<file path="src/noc_pkg.sv">
package noc_pkg;

  // router port numbering, local port first
  typedef enum logic [2:0] {
    PORT_LOCAL = 3'd0,
    PORT_EAST  = 3'd1,
    PORT_WEST  = 3'd2,
    PORT_NORTH = 3'd3,
    PORT_SOUTH = 3'd4
  } port_t;

  localparam int NUM_PORTS = 5;

  // node id is {y, x}
  localparam int NODE_W = 2;
  localparam int X_BIT = 0;
  localparam int Y_BIT = 1;

  // 2x2 mesh
  localparam int NUM_NODES = 4;

  // flit is {dst, src, payload}
  // field lsb counted down from the flit width, so lsb index = FLIT_W - X_LSB
  localparam int DST_LSB = NODE_W;
  localparam int SRC_LSB = 2 * NODE_W;

endpackage

</file>
<file path="src/traffic_lfsr.sv">
`timescale 1ns/1ps

module traffic_lfsr import noc_pkg::*; #(
  parameter int PAYLOAD_W = 8,
  parameter int NODE_ID = 0,
  parameter logic [NODE_W+PAYLOAD_W-1:0] LFSR_SEED = 1
) (
  input  logic                            clk,
  input  logic                            rst,
  input  logic                            take,
  output logic [2*NODE_W+PAYLOAD_W-1:0]   flit
);

  localparam int LFSR_W = NODE_W + PAYLOAD_W;
  localparam int FLIT_W = 2 * NODE_W + PAYLOAD_W;

  // galois feedback masks, maximal length for 4..16 bits
  function automatic logic [LFSR_W-1:0] tap_mask(input int w);
    logic [LFSR_W-1:0] mask;
    case (w)
      4:  mask = LFSR_W'('hC);
      5:  mask = LFSR_W'('h14);
      6:  mask = LFSR_W'('h30);
      7:  mask = LFSR_W'('h60);
      8:  mask = LFSR_W'('hB8);
      9:  mask = LFSR_W'('h110);
      10: mask = LFSR_W'('h240);
      11: mask = LFSR_W'('h500);
      12: mask = LFSR_W'('h829);
      13: mask = LFSR_W'('h100D);
      14: mask = LFSR_W'('h2015);
      15: mask = LFSR_W'('h6000);
      16: mask = LFSR_W'('hD008);
      default:
      begin
        // top two bits only, period not maximal
        mask = '0;
        mask[w-1] = 1'b1;
        mask[w-2] = 1'b1;
      end
    endcase
    return mask;
  endfunction

  localparam logic [LFSR_W-1:0] TAPS = tap_mask(LFSR_W);

  logic [LFSR_W-1:0] state;

  // right shift, fold lsb back through the taps
  always_ff @(posedge clk)
  begin
    if (rst)
      state <= LFSR_SEED;
    else if (take)
      state <= (state >> 1) ^ (state[0] ? TAPS : '0);
  end

  // low bits pick the destination, rest is payload
  always_comb
  begin
    flit = '0;
    flit[FLIT_W-DST_LSB +: NODE_W] = state[NODE_W-1:0];
    flit[FLIT_W-SRC_LSB +: NODE_W] = NODE_W'(NODE_ID);
    flit[PAYLOAD_W-1:0] = state[LFSR_W-1:NODE_W];
  end

  // a zero seed would lock the generator
  a_state_nonzero: assert property (@(posedge clk) disable iff (rst) state != '0);

endmodule

</file>
<file path="src/flit_fifo.sv">
`timescale 1ns/1ps

module flit_fifo #(
  parameter int FLIT_W = 12,
  parameter int FIFO_DEPTH = 4
) (
  input  logic              clk,
  input  logic              rst,
  input  logic              push,
  input  logic              pop,
  input  logic [FLIT_W-1:0] din,
  output logic [FLIT_W-1:0] dout,
  output logic              empty,
  output logic              almost_full
);

  localparam int PTR_W = (FIFO_DEPTH > 1) ? $clog2(FIFO_DEPTH) : 1;
  localparam int CNT_W = $clog2(FIFO_DEPTH + 1);

  logic [FLIT_W-1:0] mem [FIFO_DEPTH];
  logic [PTR_W-1:0]  wr_ptr;
  logic [PTR_W-1:0]  rd_ptr;
  logic [CNT_W-1:0]  count;

  // wrap for depths that are not a power of two
  function automatic logic [PTR_W-1:0] ptr_inc(input logic [PTR_W-1:0] p);
    return (p == PTR_W'(FIFO_DEPTH - 1)) ? '0 : p + 1'b1;
  endfunction

  always_ff @(posedge clk)
  begin
    if (rst)
    begin
      wr_ptr <= '0;
      rd_ptr <= '0;
      count  <= '0;
    end
    else
    begin
      if (push)
        wr_ptr <= ptr_inc(wr_ptr);
      if (pop)
        rd_ptr <= ptr_inc(rd_ptr);
      // count moves only when push and pop differ
      case ({push, pop})
        2'b10:   count <= count + 1'b1;
        2'b01:   count <= count - 1'b1;
        default: count <= count;
      endcase
    end
  end

  always_ff @(posedge clk)
  begin
    if (push)
      mem[wr_ptr] <= din;
  end

  // head flit always visible
  assign dout = mem[rd_ptr];
  assign empty = (count == '0);
  // one free slot or fewer
  assign almost_full = (count >= CNT_W'(FIFO_DEPTH - 1));

  // upstream stall must keep the queue from overrunning
  a_no_overflow: assert property (@(posedge clk) disable iff (rst)
    push |-> (count != CNT_W'(FIFO_DEPTH)));
  a_no_underflow: assert property (@(posedge clk) disable iff (rst)
    pop |-> !empty);

endmodule

</file>
<file path="src/rr_output_arbiter.sv">
`timescale 1ns/1ps

module rr_output_arbiter import noc_pkg::*; (
  input  logic                 clk,
  input  logic                 rst,
  input  logic                 advance,
  input  logic [NUM_PORTS-1:0] req,
  output logic [NUM_PORTS-1:0] grant
);

  // last input that won this output
  port_t last;
  port_t win;

  // scan starts one past the last winner and wraps
  always_comb
  begin
    grant = '0;
    win = last;
    for (int k = 1; k <= NUM_PORTS; k++)
    begin
      if (grant == '0 && req[(int'(last) + k) % NUM_PORTS])
      begin
        grant[(int'(last) + k) % NUM_PORTS] = 1'b1;
        win = port_t'((int'(last) + k) % NUM_PORTS);
      end
    end
  end

  // pointer moves only when the output really takes the flit
  always_ff @(posedge clk)
  begin
    if (rst)
      last <= PORT_SOUTH;
    else if (advance)
      last <= win;
  end

  a_grant_onehot: assert property (@(posedge clk) disable iff (rst) $onehot0(grant));

  // router fires an output only for a granted requester
  a_advance_granted: assert property (@(posedge clk) disable iff (rst)
    advance |-> ((grant & req) != '0));

endmodule

</file>
<file path="src/mesh_router.sv">
`timescale 1ns/1ps

module mesh_router import noc_pkg::*; #(
  parameter int FLIT_W = 12,
  parameter int FIFO_DEPTH = 4,
  parameter int NODE_ID = 0
) (
  input  logic                              clk,
  input  logic                              rst,
  input  logic                              write,
  input  logic                              read,
  input  logic [NUM_PORTS-1:0][FLIT_W-1:0]  in_flit,
  input  logic [NUM_PORTS-1:0]              in_valid,
  input  logic [NUM_PORTS-1:0]              out_stall,
  output logic                              local_take,
  output logic [NUM_PORTS-1:0]              in_stall,
  output logic [NUM_PORTS-1:0][FLIT_W-1:0]  out_flit,
  output logic [NUM_PORTS-1:0]              out_valid
);

  localparam logic [NODE_W-1:0] MY_ID = NODE_W'(NODE_ID);

  logic [NUM_PORTS-1:0][FLIT_W-1:0] head;
  logic [NUM_PORTS-1:0]             push;
  logic [NUM_PORTS-1:0]             pop;
  logic [NUM_PORTS-1:0]             empty;
  logic [NUM_PORTS-1:0]             almost_full;
  port_t                            route [NUM_PORTS];
  // req[o][i] and grant[o][i], output o by input i
  logic [NUM_PORTS-1:0]             req [NUM_PORTS];
  logic [NUM_PORTS-1:0]             grant [NUM_PORTS];
  logic [NUM_PORTS-1:0][FLIT_W-1:0] win_flit;
  logic [NUM_PORTS-1:0]             blocked;
  logic [NUM_PORTS-1:0]             fire;
  logic [NUM_PORTS-1:0]             obuf_valid;
  logic [NUM_PORTS-1:0][FLIT_W-1:0] obuf;

  // x first, then y; y grows southward
  function automatic port_t xy_route(input logic [NODE_W-1:0] dst);
    port_t dir;
    if (dst[X_BIT] != MY_ID[X_BIT])
      dir = dst[X_BIT] ? PORT_EAST : PORT_WEST;
    else if (dst[Y_BIT] != MY_ID[Y_BIT])
      dir = dst[Y_BIT] ? PORT_SOUTH : PORT_NORTH;
    else
      dir = PORT_LOCAL;
    return dir;
  endfunction

  // source injects while write is up and the local queue has room
  assign local_take = write & in_valid[PORT_LOCAL] & ~almost_full[PORT_LOCAL];
  assign in_stall = almost_full;

  always_comb
  begin
    push = in_valid;
    push[PORT_LOCAL] = local_take;
  end

  for (genvar i = 0; i < NUM_PORTS; i++)
  begin : g_in
    flit_fifo #(
      .FLIT_W     (FLIT_W),
      .FIFO_DEPTH (FIFO_DEPTH)
    ) u_queue (
      .clk         (clk),
      .rst         (rst),
      .push        (push[i]),
      .pop         (pop[i]),
      .din         (in_flit[i]),
      .dout        (head[i]),
      .empty       (empty[i]),
      .almost_full (almost_full[i])
    );
  end

  // only queue heads request
  always_comb
  begin
    for (int i = 0; i < NUM_PORTS; i++)
      route[i] = xy_route(head[i][FLIT_W-DST_LSB +: NODE_W]);
    for (int o = 0; o < NUM_PORTS; o++)
    begin
      for (int i = 0; i < NUM_PORTS; i++)
        req[o][i] = ~empty[i] & (route[i] == port_t'(o));
    end
  end

  // local output waits for read, link outputs for downstream stall
  assign blocked = {out_stall[NUM_PORTS-1:1], ~read | out_stall[PORT_LOCAL]};

  for (genvar o = 0; o < NUM_PORTS; o++)
  begin : g_out
    // load when the register is empty or drains this cycle
    assign fire[o] = (|req[o]) & (~obuf_valid[o] | ~blocked[o]);

    rr_output_arbiter u_arb (
      .clk     (clk),
      .rst     (rst),
      .advance (fire[o]),
      .req     (req[o]),
      .grant   (grant[o])
    );

    // presented only while not stalled, held otherwise
    assign out_valid[o] = obuf_valid[o] & ~blocked[o];
    assign out_flit[o] = obuf[o];
  end

  // one-hot grant selects the winning head
  always_comb
  begin
    pop = '0;
    for (int o = 0; o < NUM_PORTS; o++)
    begin
      win_flit[o] = '0;
      for (int i = 0; i < NUM_PORTS; i++)
      begin
        if (grant[o][i])
          win_flit[o] = win_flit[o] | head[i];
        pop[i] = pop[i] | (fire[o] & grant[o][i]);
      end
    end
  end

  always_ff @(posedge clk)
  begin
    for (int o = 0; o < NUM_PORTS; o++)
    begin
      if (rst)
        obuf_valid[o] <= 1'b0;
      else if (fire[o])
        obuf_valid[o] <= 1'b1;
      else if (!blocked[o])
        obuf_valid[o] <= 1'b0;
    end
  end

  always_ff @(posedge clk)
  begin
    for (int o = 0; o < NUM_PORTS; o++)
    begin
      if (fire[o])
        obuf[o] <= win_flit[o];
    end
  end

endmodule

</file>
<file path="src/mesh_2x2.sv">
`timescale 1ns/1ps

module mesh_2x2 import noc_pkg::*; #(
  parameter int PAYLOAD_W = 8,
  parameter int FIFO_DEPTH = 4,
  parameter logic [NODE_W+PAYLOAD_W-1:0] SEED00 = 'h1A5,
  parameter logic [NODE_W+PAYLOAD_W-1:0] SEED01 = 'h2C3,
  parameter logic [NODE_W+PAYLOAD_W-1:0] SEED10 = 'h0F1,
  parameter logic [NODE_W+PAYLOAD_W-1:0] SEED11 = 'h35E,
  localparam int FLIT_W = 2 * NODE_W + PAYLOAD_W
) (
  input  logic              clk,
  input  logic              rst,
  input  logic              write,
  input  logic              read,
  output logic [FLIT_W-1:0] local_out00,
  output logic [FLIT_W-1:0] local_out01,
  output logic [FLIT_W-1:0] local_out10,
  output logic [FLIT_W-1:0] local_out11,
  output logic              local_valid00,
  output logic              local_valid01,
  output logic              local_valid10,
  output logic              local_valid11,
  output logic              inject00,
  output logic              inject01,
  output logic              inject10,
  output logic              inject11
);

  localparam logic [NODE_W+PAYLOAD_W-1:0] SEEDS [NUM_NODES] = '{SEED00, SEED01, SEED10, SEED11};

  logic [FLIT_W-1:0]                src_flit [NUM_NODES];
  logic [NUM_NODES-1:0]             take;
  logic [NUM_PORTS-1:0][FLIT_W-1:0] r_in_flit [NUM_NODES];
  logic [NUM_PORTS-1:0][FLIT_W-1:0] r_out_flit [NUM_NODES];
  logic [NUM_PORTS-1:0]             r_in_valid [NUM_NODES];
  logic [NUM_PORTS-1:0]             r_out_valid [NUM_NODES];
  logic [NUM_PORTS-1:0]             r_in_stall [NUM_NODES];
  logic [NUM_PORTS-1:0]             r_out_stall [NUM_NODES];
  // registered link stage, indexed by receiving node and port
  logic [NUM_PORTS-1:0][FLIT_W-1:0] link_flit [NUM_NODES];
  logic [NUM_PORTS-1:0]             link_valid [NUM_NODES];

  // edge ports have no neighbor; node id bit 0 is x, bit 1 is y
  function automatic logic has_link(input int n, input int p);
    logic ok;
    case (p)
      PORT_EAST:  ok = ((n & 1) == 0);
      PORT_WEST:  ok = ((n & 1) == 1);
      PORT_NORTH: ok = ((n & 2) == 2);
      PORT_SOUTH: ok = ((n & 2) == 0);
      default:    ok = 1'b0;
    endcase
    return ok;
  endfunction

  function automatic int link_peer(input int n, input int p);
    return (p == PORT_EAST || p == PORT_WEST) ? (n ^ 1) : (n ^ 2);
  endfunction

  function automatic int opposite(input int p);
    int q;
    case (p)
      PORT_EAST:  q = PORT_WEST;
      PORT_WEST:  q = PORT_EAST;
      PORT_NORTH: q = PORT_SOUTH;
      PORT_SOUTH: q = PORT_NORTH;
      default:    q = PORT_LOCAL;
    endcase
    return q;
  endfunction

  // flit and valid cross one register; edge links stay idle
  always_ff @(posedge clk)
  begin
    for (int n = 0; n < NUM_NODES; n++)
    begin
      for (int p = 1; p < NUM_PORTS; p++)
      begin
        if (rst || !has_link(n, p))
          link_valid[n][p] <= 1'b0;
        else
          link_valid[n][p] <= r_out_valid[link_peer(n, p)][opposite(p)];
        link_flit[n][p] <= has_link(n, p) ? r_out_flit[link_peer(n, p)][opposite(p)] : '0;
      end
    end
  end

  // stall returns combinationally; edge outputs held stalled
  always_comb
  begin
    for (int n = 0; n < NUM_NODES; n++)
    begin
      r_in_flit[n][PORT_LOCAL] = src_flit[n];
      r_in_valid[n][PORT_LOCAL] = 1'b1;
      r_out_stall[n][PORT_LOCAL] = 1'b0;
      for (int p = 1; p < NUM_PORTS; p++)
      begin
        r_in_flit[n][p] = link_flit[n][p];
        r_in_valid[n][p] = link_valid[n][p];
        r_out_stall[n][p] = has_link(n, p) ? r_in_stall[link_peer(n, p)][opposite(p)] : 1'b1;
      end
    end
  end

  for (genvar n = 0; n < NUM_NODES; n++)
  begin : g_node
    traffic_lfsr #(
      .PAYLOAD_W (PAYLOAD_W),
      .NODE_ID   (n),
      .LFSR_SEED (SEEDS[n])
    ) u_src (
      .clk  (clk),
      .rst  (rst),
      .take (take[n]),
      .flit (src_flit[n])
    );

    mesh_router #(
      .FLIT_W     (FLIT_W),
      .FIFO_DEPTH (FIFO_DEPTH),
      .NODE_ID    (n)
    ) u_router (
      .clk        (clk),
      .rst        (rst),
      .write      (write),
      .read       (read),
      .in_flit    (r_in_flit[n]),
      .in_valid   (r_in_valid[n]),
      .out_stall  (r_out_stall[n]),
      .local_take (take[n]),
      .in_stall   (r_in_stall[n]),
      .out_flit   (r_out_flit[n]),
      .out_valid  (r_out_valid[n])
    );
  end

  // node 01 is x1 y0, index 1
  assign local_out00 = r_out_flit[0][PORT_LOCAL];
  assign local_out01 = r_out_flit[1][PORT_LOCAL];
  assign local_out10 = r_out_flit[2][PORT_LOCAL];
  assign local_out11 = r_out_flit[3][PORT_LOCAL];
  assign local_valid00 = r_out_valid[0][PORT_LOCAL];
  assign local_valid01 = r_out_valid[1][PORT_LOCAL];
  assign local_valid10 = r_out_valid[2][PORT_LOCAL];
  assign local_valid11 = r_out_valid[3][PORT_LOCAL];
  assign inject00 = take[0];
  assign inject01 = take[1];
  assign inject10 = take[2];
  assign inject11 = take[3];

endmodule

</file>
<file path="config.mk">
export PLATFORM = sky130hd
export DESIGN_NAME = mesh_2x2
export DESIGN_NICKNAME = d
export VERILOG_FILES = /design/src/noc_pkg.sv /design/src/traffic_lfsr.sv /design/src/flit_fifo.sv /design/src/rr_output_arbiter.sv /design/src/mesh_router.sv /design/src/mesh_2x2.sv
export SDC_FILE = /design/constraint.sdc
export NUM_CORES = 1
export LEC_CHECK = 0
export ABC_AREA = 1
export BUFFER_PORTS_ARGS = -buffer_cell sky130_fd_sc_hd__buf_2
export CAP_MARGIN = 40
export CORE_MARGIN = 4
export CORE_UTILIZATION = 35
export CTS_BUF_LIST = sky130_fd_sc_hd__clkbuf_4 sky130_fd_sc_hd__clkbuf_8 sky130_fd_sc_hd__clkbuf_16
export CTS_CLUSTER_DIAMETER = 80
export DETAILED_ROUTE_END_ITERATION = 10
export PLACE_DENSITY = 0.51
export SLEW_MARGIN = 20
export SYNTH_ARGS = -nofsm -noshare
export SYNTH_HDL_FRONTEND = slang
export SYNTH_SLANG_ARGS = --single-unit
</file>
<file path="constraint.sdc">
create_clock -name clk -period 6.1 [get_ports clk]
set_input_delay 0.915 -clock clk [delete_from_list [all_inputs] [get_ports clk]]
set_output_delay 0.915 -clock clk [all_outputs]
set_load 0.02 [all_outputs]
</file>
==> out/metrics.cfg <==
[setup_path]
crit_top_cell=o21ai_0
cp_data_arrival_time_ns=6.25
critPathLaunchType=register
cp_num_buf_inv=4
slowest_delay_ns=0.38
r2r-start=g_node[2].u_router.g_out[3].u_arb.last[1]
critPathCaptureType=register
reg2reg_depth=33
r2r-end=g_node[2].u_router.g_in[1].u_queue.count[2]
r2r_setup_slack_ns=0.46
worstPathRequired_ns=6.72
crit_type=register to register
critPathSlowestCell=fa_1
path_max_fanout=6
crit_family=simple AND/OR/NAND/NOR gates

[floorplanning]
initial_core_util_pct=35.3
die_y_microns=430
dieArea_sq_mm=0.185
boundaryPins=60
coreArea_sq_mm=0.177
rows=154
fp.dieW_microns=430

[cells_and_area]
fillers=17715
final_nets=8381
regArea_sq_mm=0.0267
area_delta_synth_final_pct=12.4
multiInputGateArea_sq_mm=0.0309
antenna_cells=0
drive_gt1_share_pct=11.4
final_cell_count_no_fill=10317

[global_route]
track_usage_pct=17.3
grt_pass1_vias=47534
antenna_found_initial=3
gr-total-overflow=0
grt_max_degree=65
grt_pass1_wl_mm=261

[min_path]
hold_class=register to register
worstHoldStart=g_node[1].u_router.out_flit[27]
min_to=link_flit[0][3]
holdPathStages=0

[routing]
ant_nets=0
drt_iter0_drc=3450
drc=0
wl_per_cell_microns=16.0
routed_wirelength_mm=165
via_per_inst=4.92
drt_pass1_iterations=6
dr_total_vias=50710

[logic_synthesis]
synth_area_leaders=edfxtp_1 (33%), nand2_1 (10%), ha_1 (9.7%)
syn_inst=7756
syn_area_sq_mm=0.0623
post-synth-top-area-cell=edfxtp_1
synth_compound_area_share_pct=11.6
yosysWarnings=0
synth_area_per_cell_sq_um=8.04
ys_ff_latch=988
synth_adder_area_share_pct=10.2
synth_top_area_share_pct=33.2
synth_top_family_by_area=simple AND/OR/NAND/NOR gates
ys_types=80
synth_simple_gate_area_share_pct=25.4
synth-edff-count=688
synthArstFlopShare_pct=0
ys.flop_type=edfxtp_1
synth_xor_area_share_pct=1.60
yosysMostFrequentCell=nand2_1
synthMuxAreaShare_pct=0.0863
yosysSeqAreaShare_pct=42.8
yosys-top-cells-count=nand2_1 (1,672), inv_1 (1,000), nor2_1 (793), edfxtp_1 (688), nand3_1 (598)

[place]
io_buffer_count=59
hpwlAfterDp_mm=122
place_congestion=0.864
place_inst=10087

[sta]
period_share_pct=92.4
fin_skew_ns=0.0343
fin_crit_ns=5.64
tns_ns=0
setup_viol=0
report.final.slew_viol_count=0
tightestPinTransition_ns=0.830
fmax_mhz=177
slew_headroom_pct=44.5
hold_viol_final=0

[pwr]
p_per_area_mw_per_mm2=583
vdd_ir_drop_max_mv=0.303
p_leak_nw=30.8
p_total_mw=40.8

[clock_tree]
cts_max_path_buffers=3
ctsHoldBuffers=0
htree_levels=3
cts_tree=done
cts.sinks=988
cts.clk_slew.worst_paths_ns=0.06
clockRootBuffer=clkbuf_16
cts_buffers=109
insertion_delay_ns=0.74

[run]
cap_violations=0

[outcome]
outcome=completed

## metrics by stage
stage                     instance area, sq um  hold WS [ns]  worst slack (ns)  utilization, %
after floorplan                          62400         0.323             0.449               -
after global placement                   65400         0.324             0.227            37.0
after detailed placement                 65500         0.327             0.104            37.1
after CTS                                69400         0.329            0.0779            39.3
after global routing                     70100         0.338           -0.0286            39.7
final                                    70100         0.329             0.465            39.7
## worst max path at each step
stage	start	endpoint	slack (ns)	cells past startpoint
after floorplan	g_node[3].u_router.g_out[3].u_arb.last[0]	g_node[3].u_router.g_in[0].u_queue.count[2]	0.45	42
after global placement	g_node[3].u_router.g_out[3].u_arb.last[1]	g_node[3].u_router.g_in[0].u_queue.count[2]	0.23	40
after detailed placement	g_node[1].u_router.g_out[0].u_arb.last[1]	g_node[1].u_router.g_in[4].u_queue.count[2]	0.10	35
after CTS	g_node[1].u_router.g_out[0].u_arb.last[1]	g_node[1].u_router.g_in[2].u_queue.count[2]	0.08	35
after global routing	g_node[3].u_router.g_out[2].u_arb.last[1]	g_node[3].u_router.g_in[0].u_queue.count[2]	-0.03	43
final	g_node[2].u_router.g_out[3].u_arb.last[1]	g_node[2].u_router.g_in[1].u_queue.count[2]	0.46	33
## registers in the layout, summed over array words and instances (netlist names), named ones only
register / cells
g_node.u_router.g_in.u_queue.rd_ptr: 24
g_node.u_router.g_in.u_queue.mem: 544
link_flit: 96
g_node.u_router.obuf_valid: 12
g_node.u_src.state: 40
g_node.u_router.g_out.u_arb.last: 36
g_node.u_router.g_in.u_queue.wr_ptr: 24
g_node.u_router.out_flit: 144
g_node.u_router.g_in.u_queue.count: 36
link_valid: 8
## cells in the final DEF (no fill, tap or decap), drive strengths merged, types with 4 or more instances in the layout
cell / count
nand2: 1810
inv: 1102
nor2: 856
edfxtp: 688
o21ai: 656
nand3: 638
ha: 482
dfxtp: 300
a21oi: 257
buf: 213
clkbuf: 149
o22ai: 124
nor3: 101
xor2: 101
nand4: 95
o211ai: 74
clkinv: 53
or2: 29
o21bai: 23
o221ai: 20
a31oi: 20
nor4: 17
fa: 15
and2: 14
nand3b: 13
a32oi: 12
conb: 10
a211oi: 8
a21boi: 8
xnor2: 7
nor3b: 7
clkinvlp: 7
bufinv: 7
a2111oi: 6
o21a: 6
o31ai: 6
o2111ai: 5
a32o: 5
o311ai: 4
## metal layers
metal	vias up	GRT usage (%)	wire, microns
met2	876	28.9	77000
met4	0	5.51	4780
met1	23669	23.7	77400
met5	-	0	0
li1	25956	-	-
met3	209	1.74	5540
## what timing repair did
item / CTS / global route
setup buffers: 0 / 22
hold endpoints to repair: 0 / 0
resized for setup: 0 / 118
endpoints found under the setup margin: 0 / 27
## final cells by class
type | count | area share, %
clock buffers | 149 | 4.52
clock inverters | 59 | 1.02
inverters | 1110 | 5.99
multi-input cells | 5458 | 44.1
flip-flops and latches | 988 | 38.1
well taps | 2340 | 4.18
repair buffers | 213 | 2.11
## power by group
group	switching, mW	total [mW]	leakage, nW	internal, mW
clock	2.87	6.88	1.93	4.01
sequential	1.05	10.8	8.77	9.79
combinational	16.1	23.1	20.1	7.08
total	20.0	40.8	30.8	20.9
## cell families after synthesis
family                     count (synthesis)
AOI/OAI and AO/OA                       1251
xor gates and xnor gates                 109
adders and majority gates                497
buffers and inverters                   1319
DFF                                      988
muxes                                      5
other                                      1
and+or+nand+nor                         3586
## worst reg2reg max path: cells and delay by family, from the launching register on
family	cells	cell delay, ns
AOI/OAI and AO/OA	8	1.40
xor gates and xnor gates	2	0.40
adders and majority gates	5	1.19
buffers and inverters	4	0.38
DFF	1	0.34
and+or+nand+nor	14	1.81
Note: power is estimated with default switching activity, not from simulation.
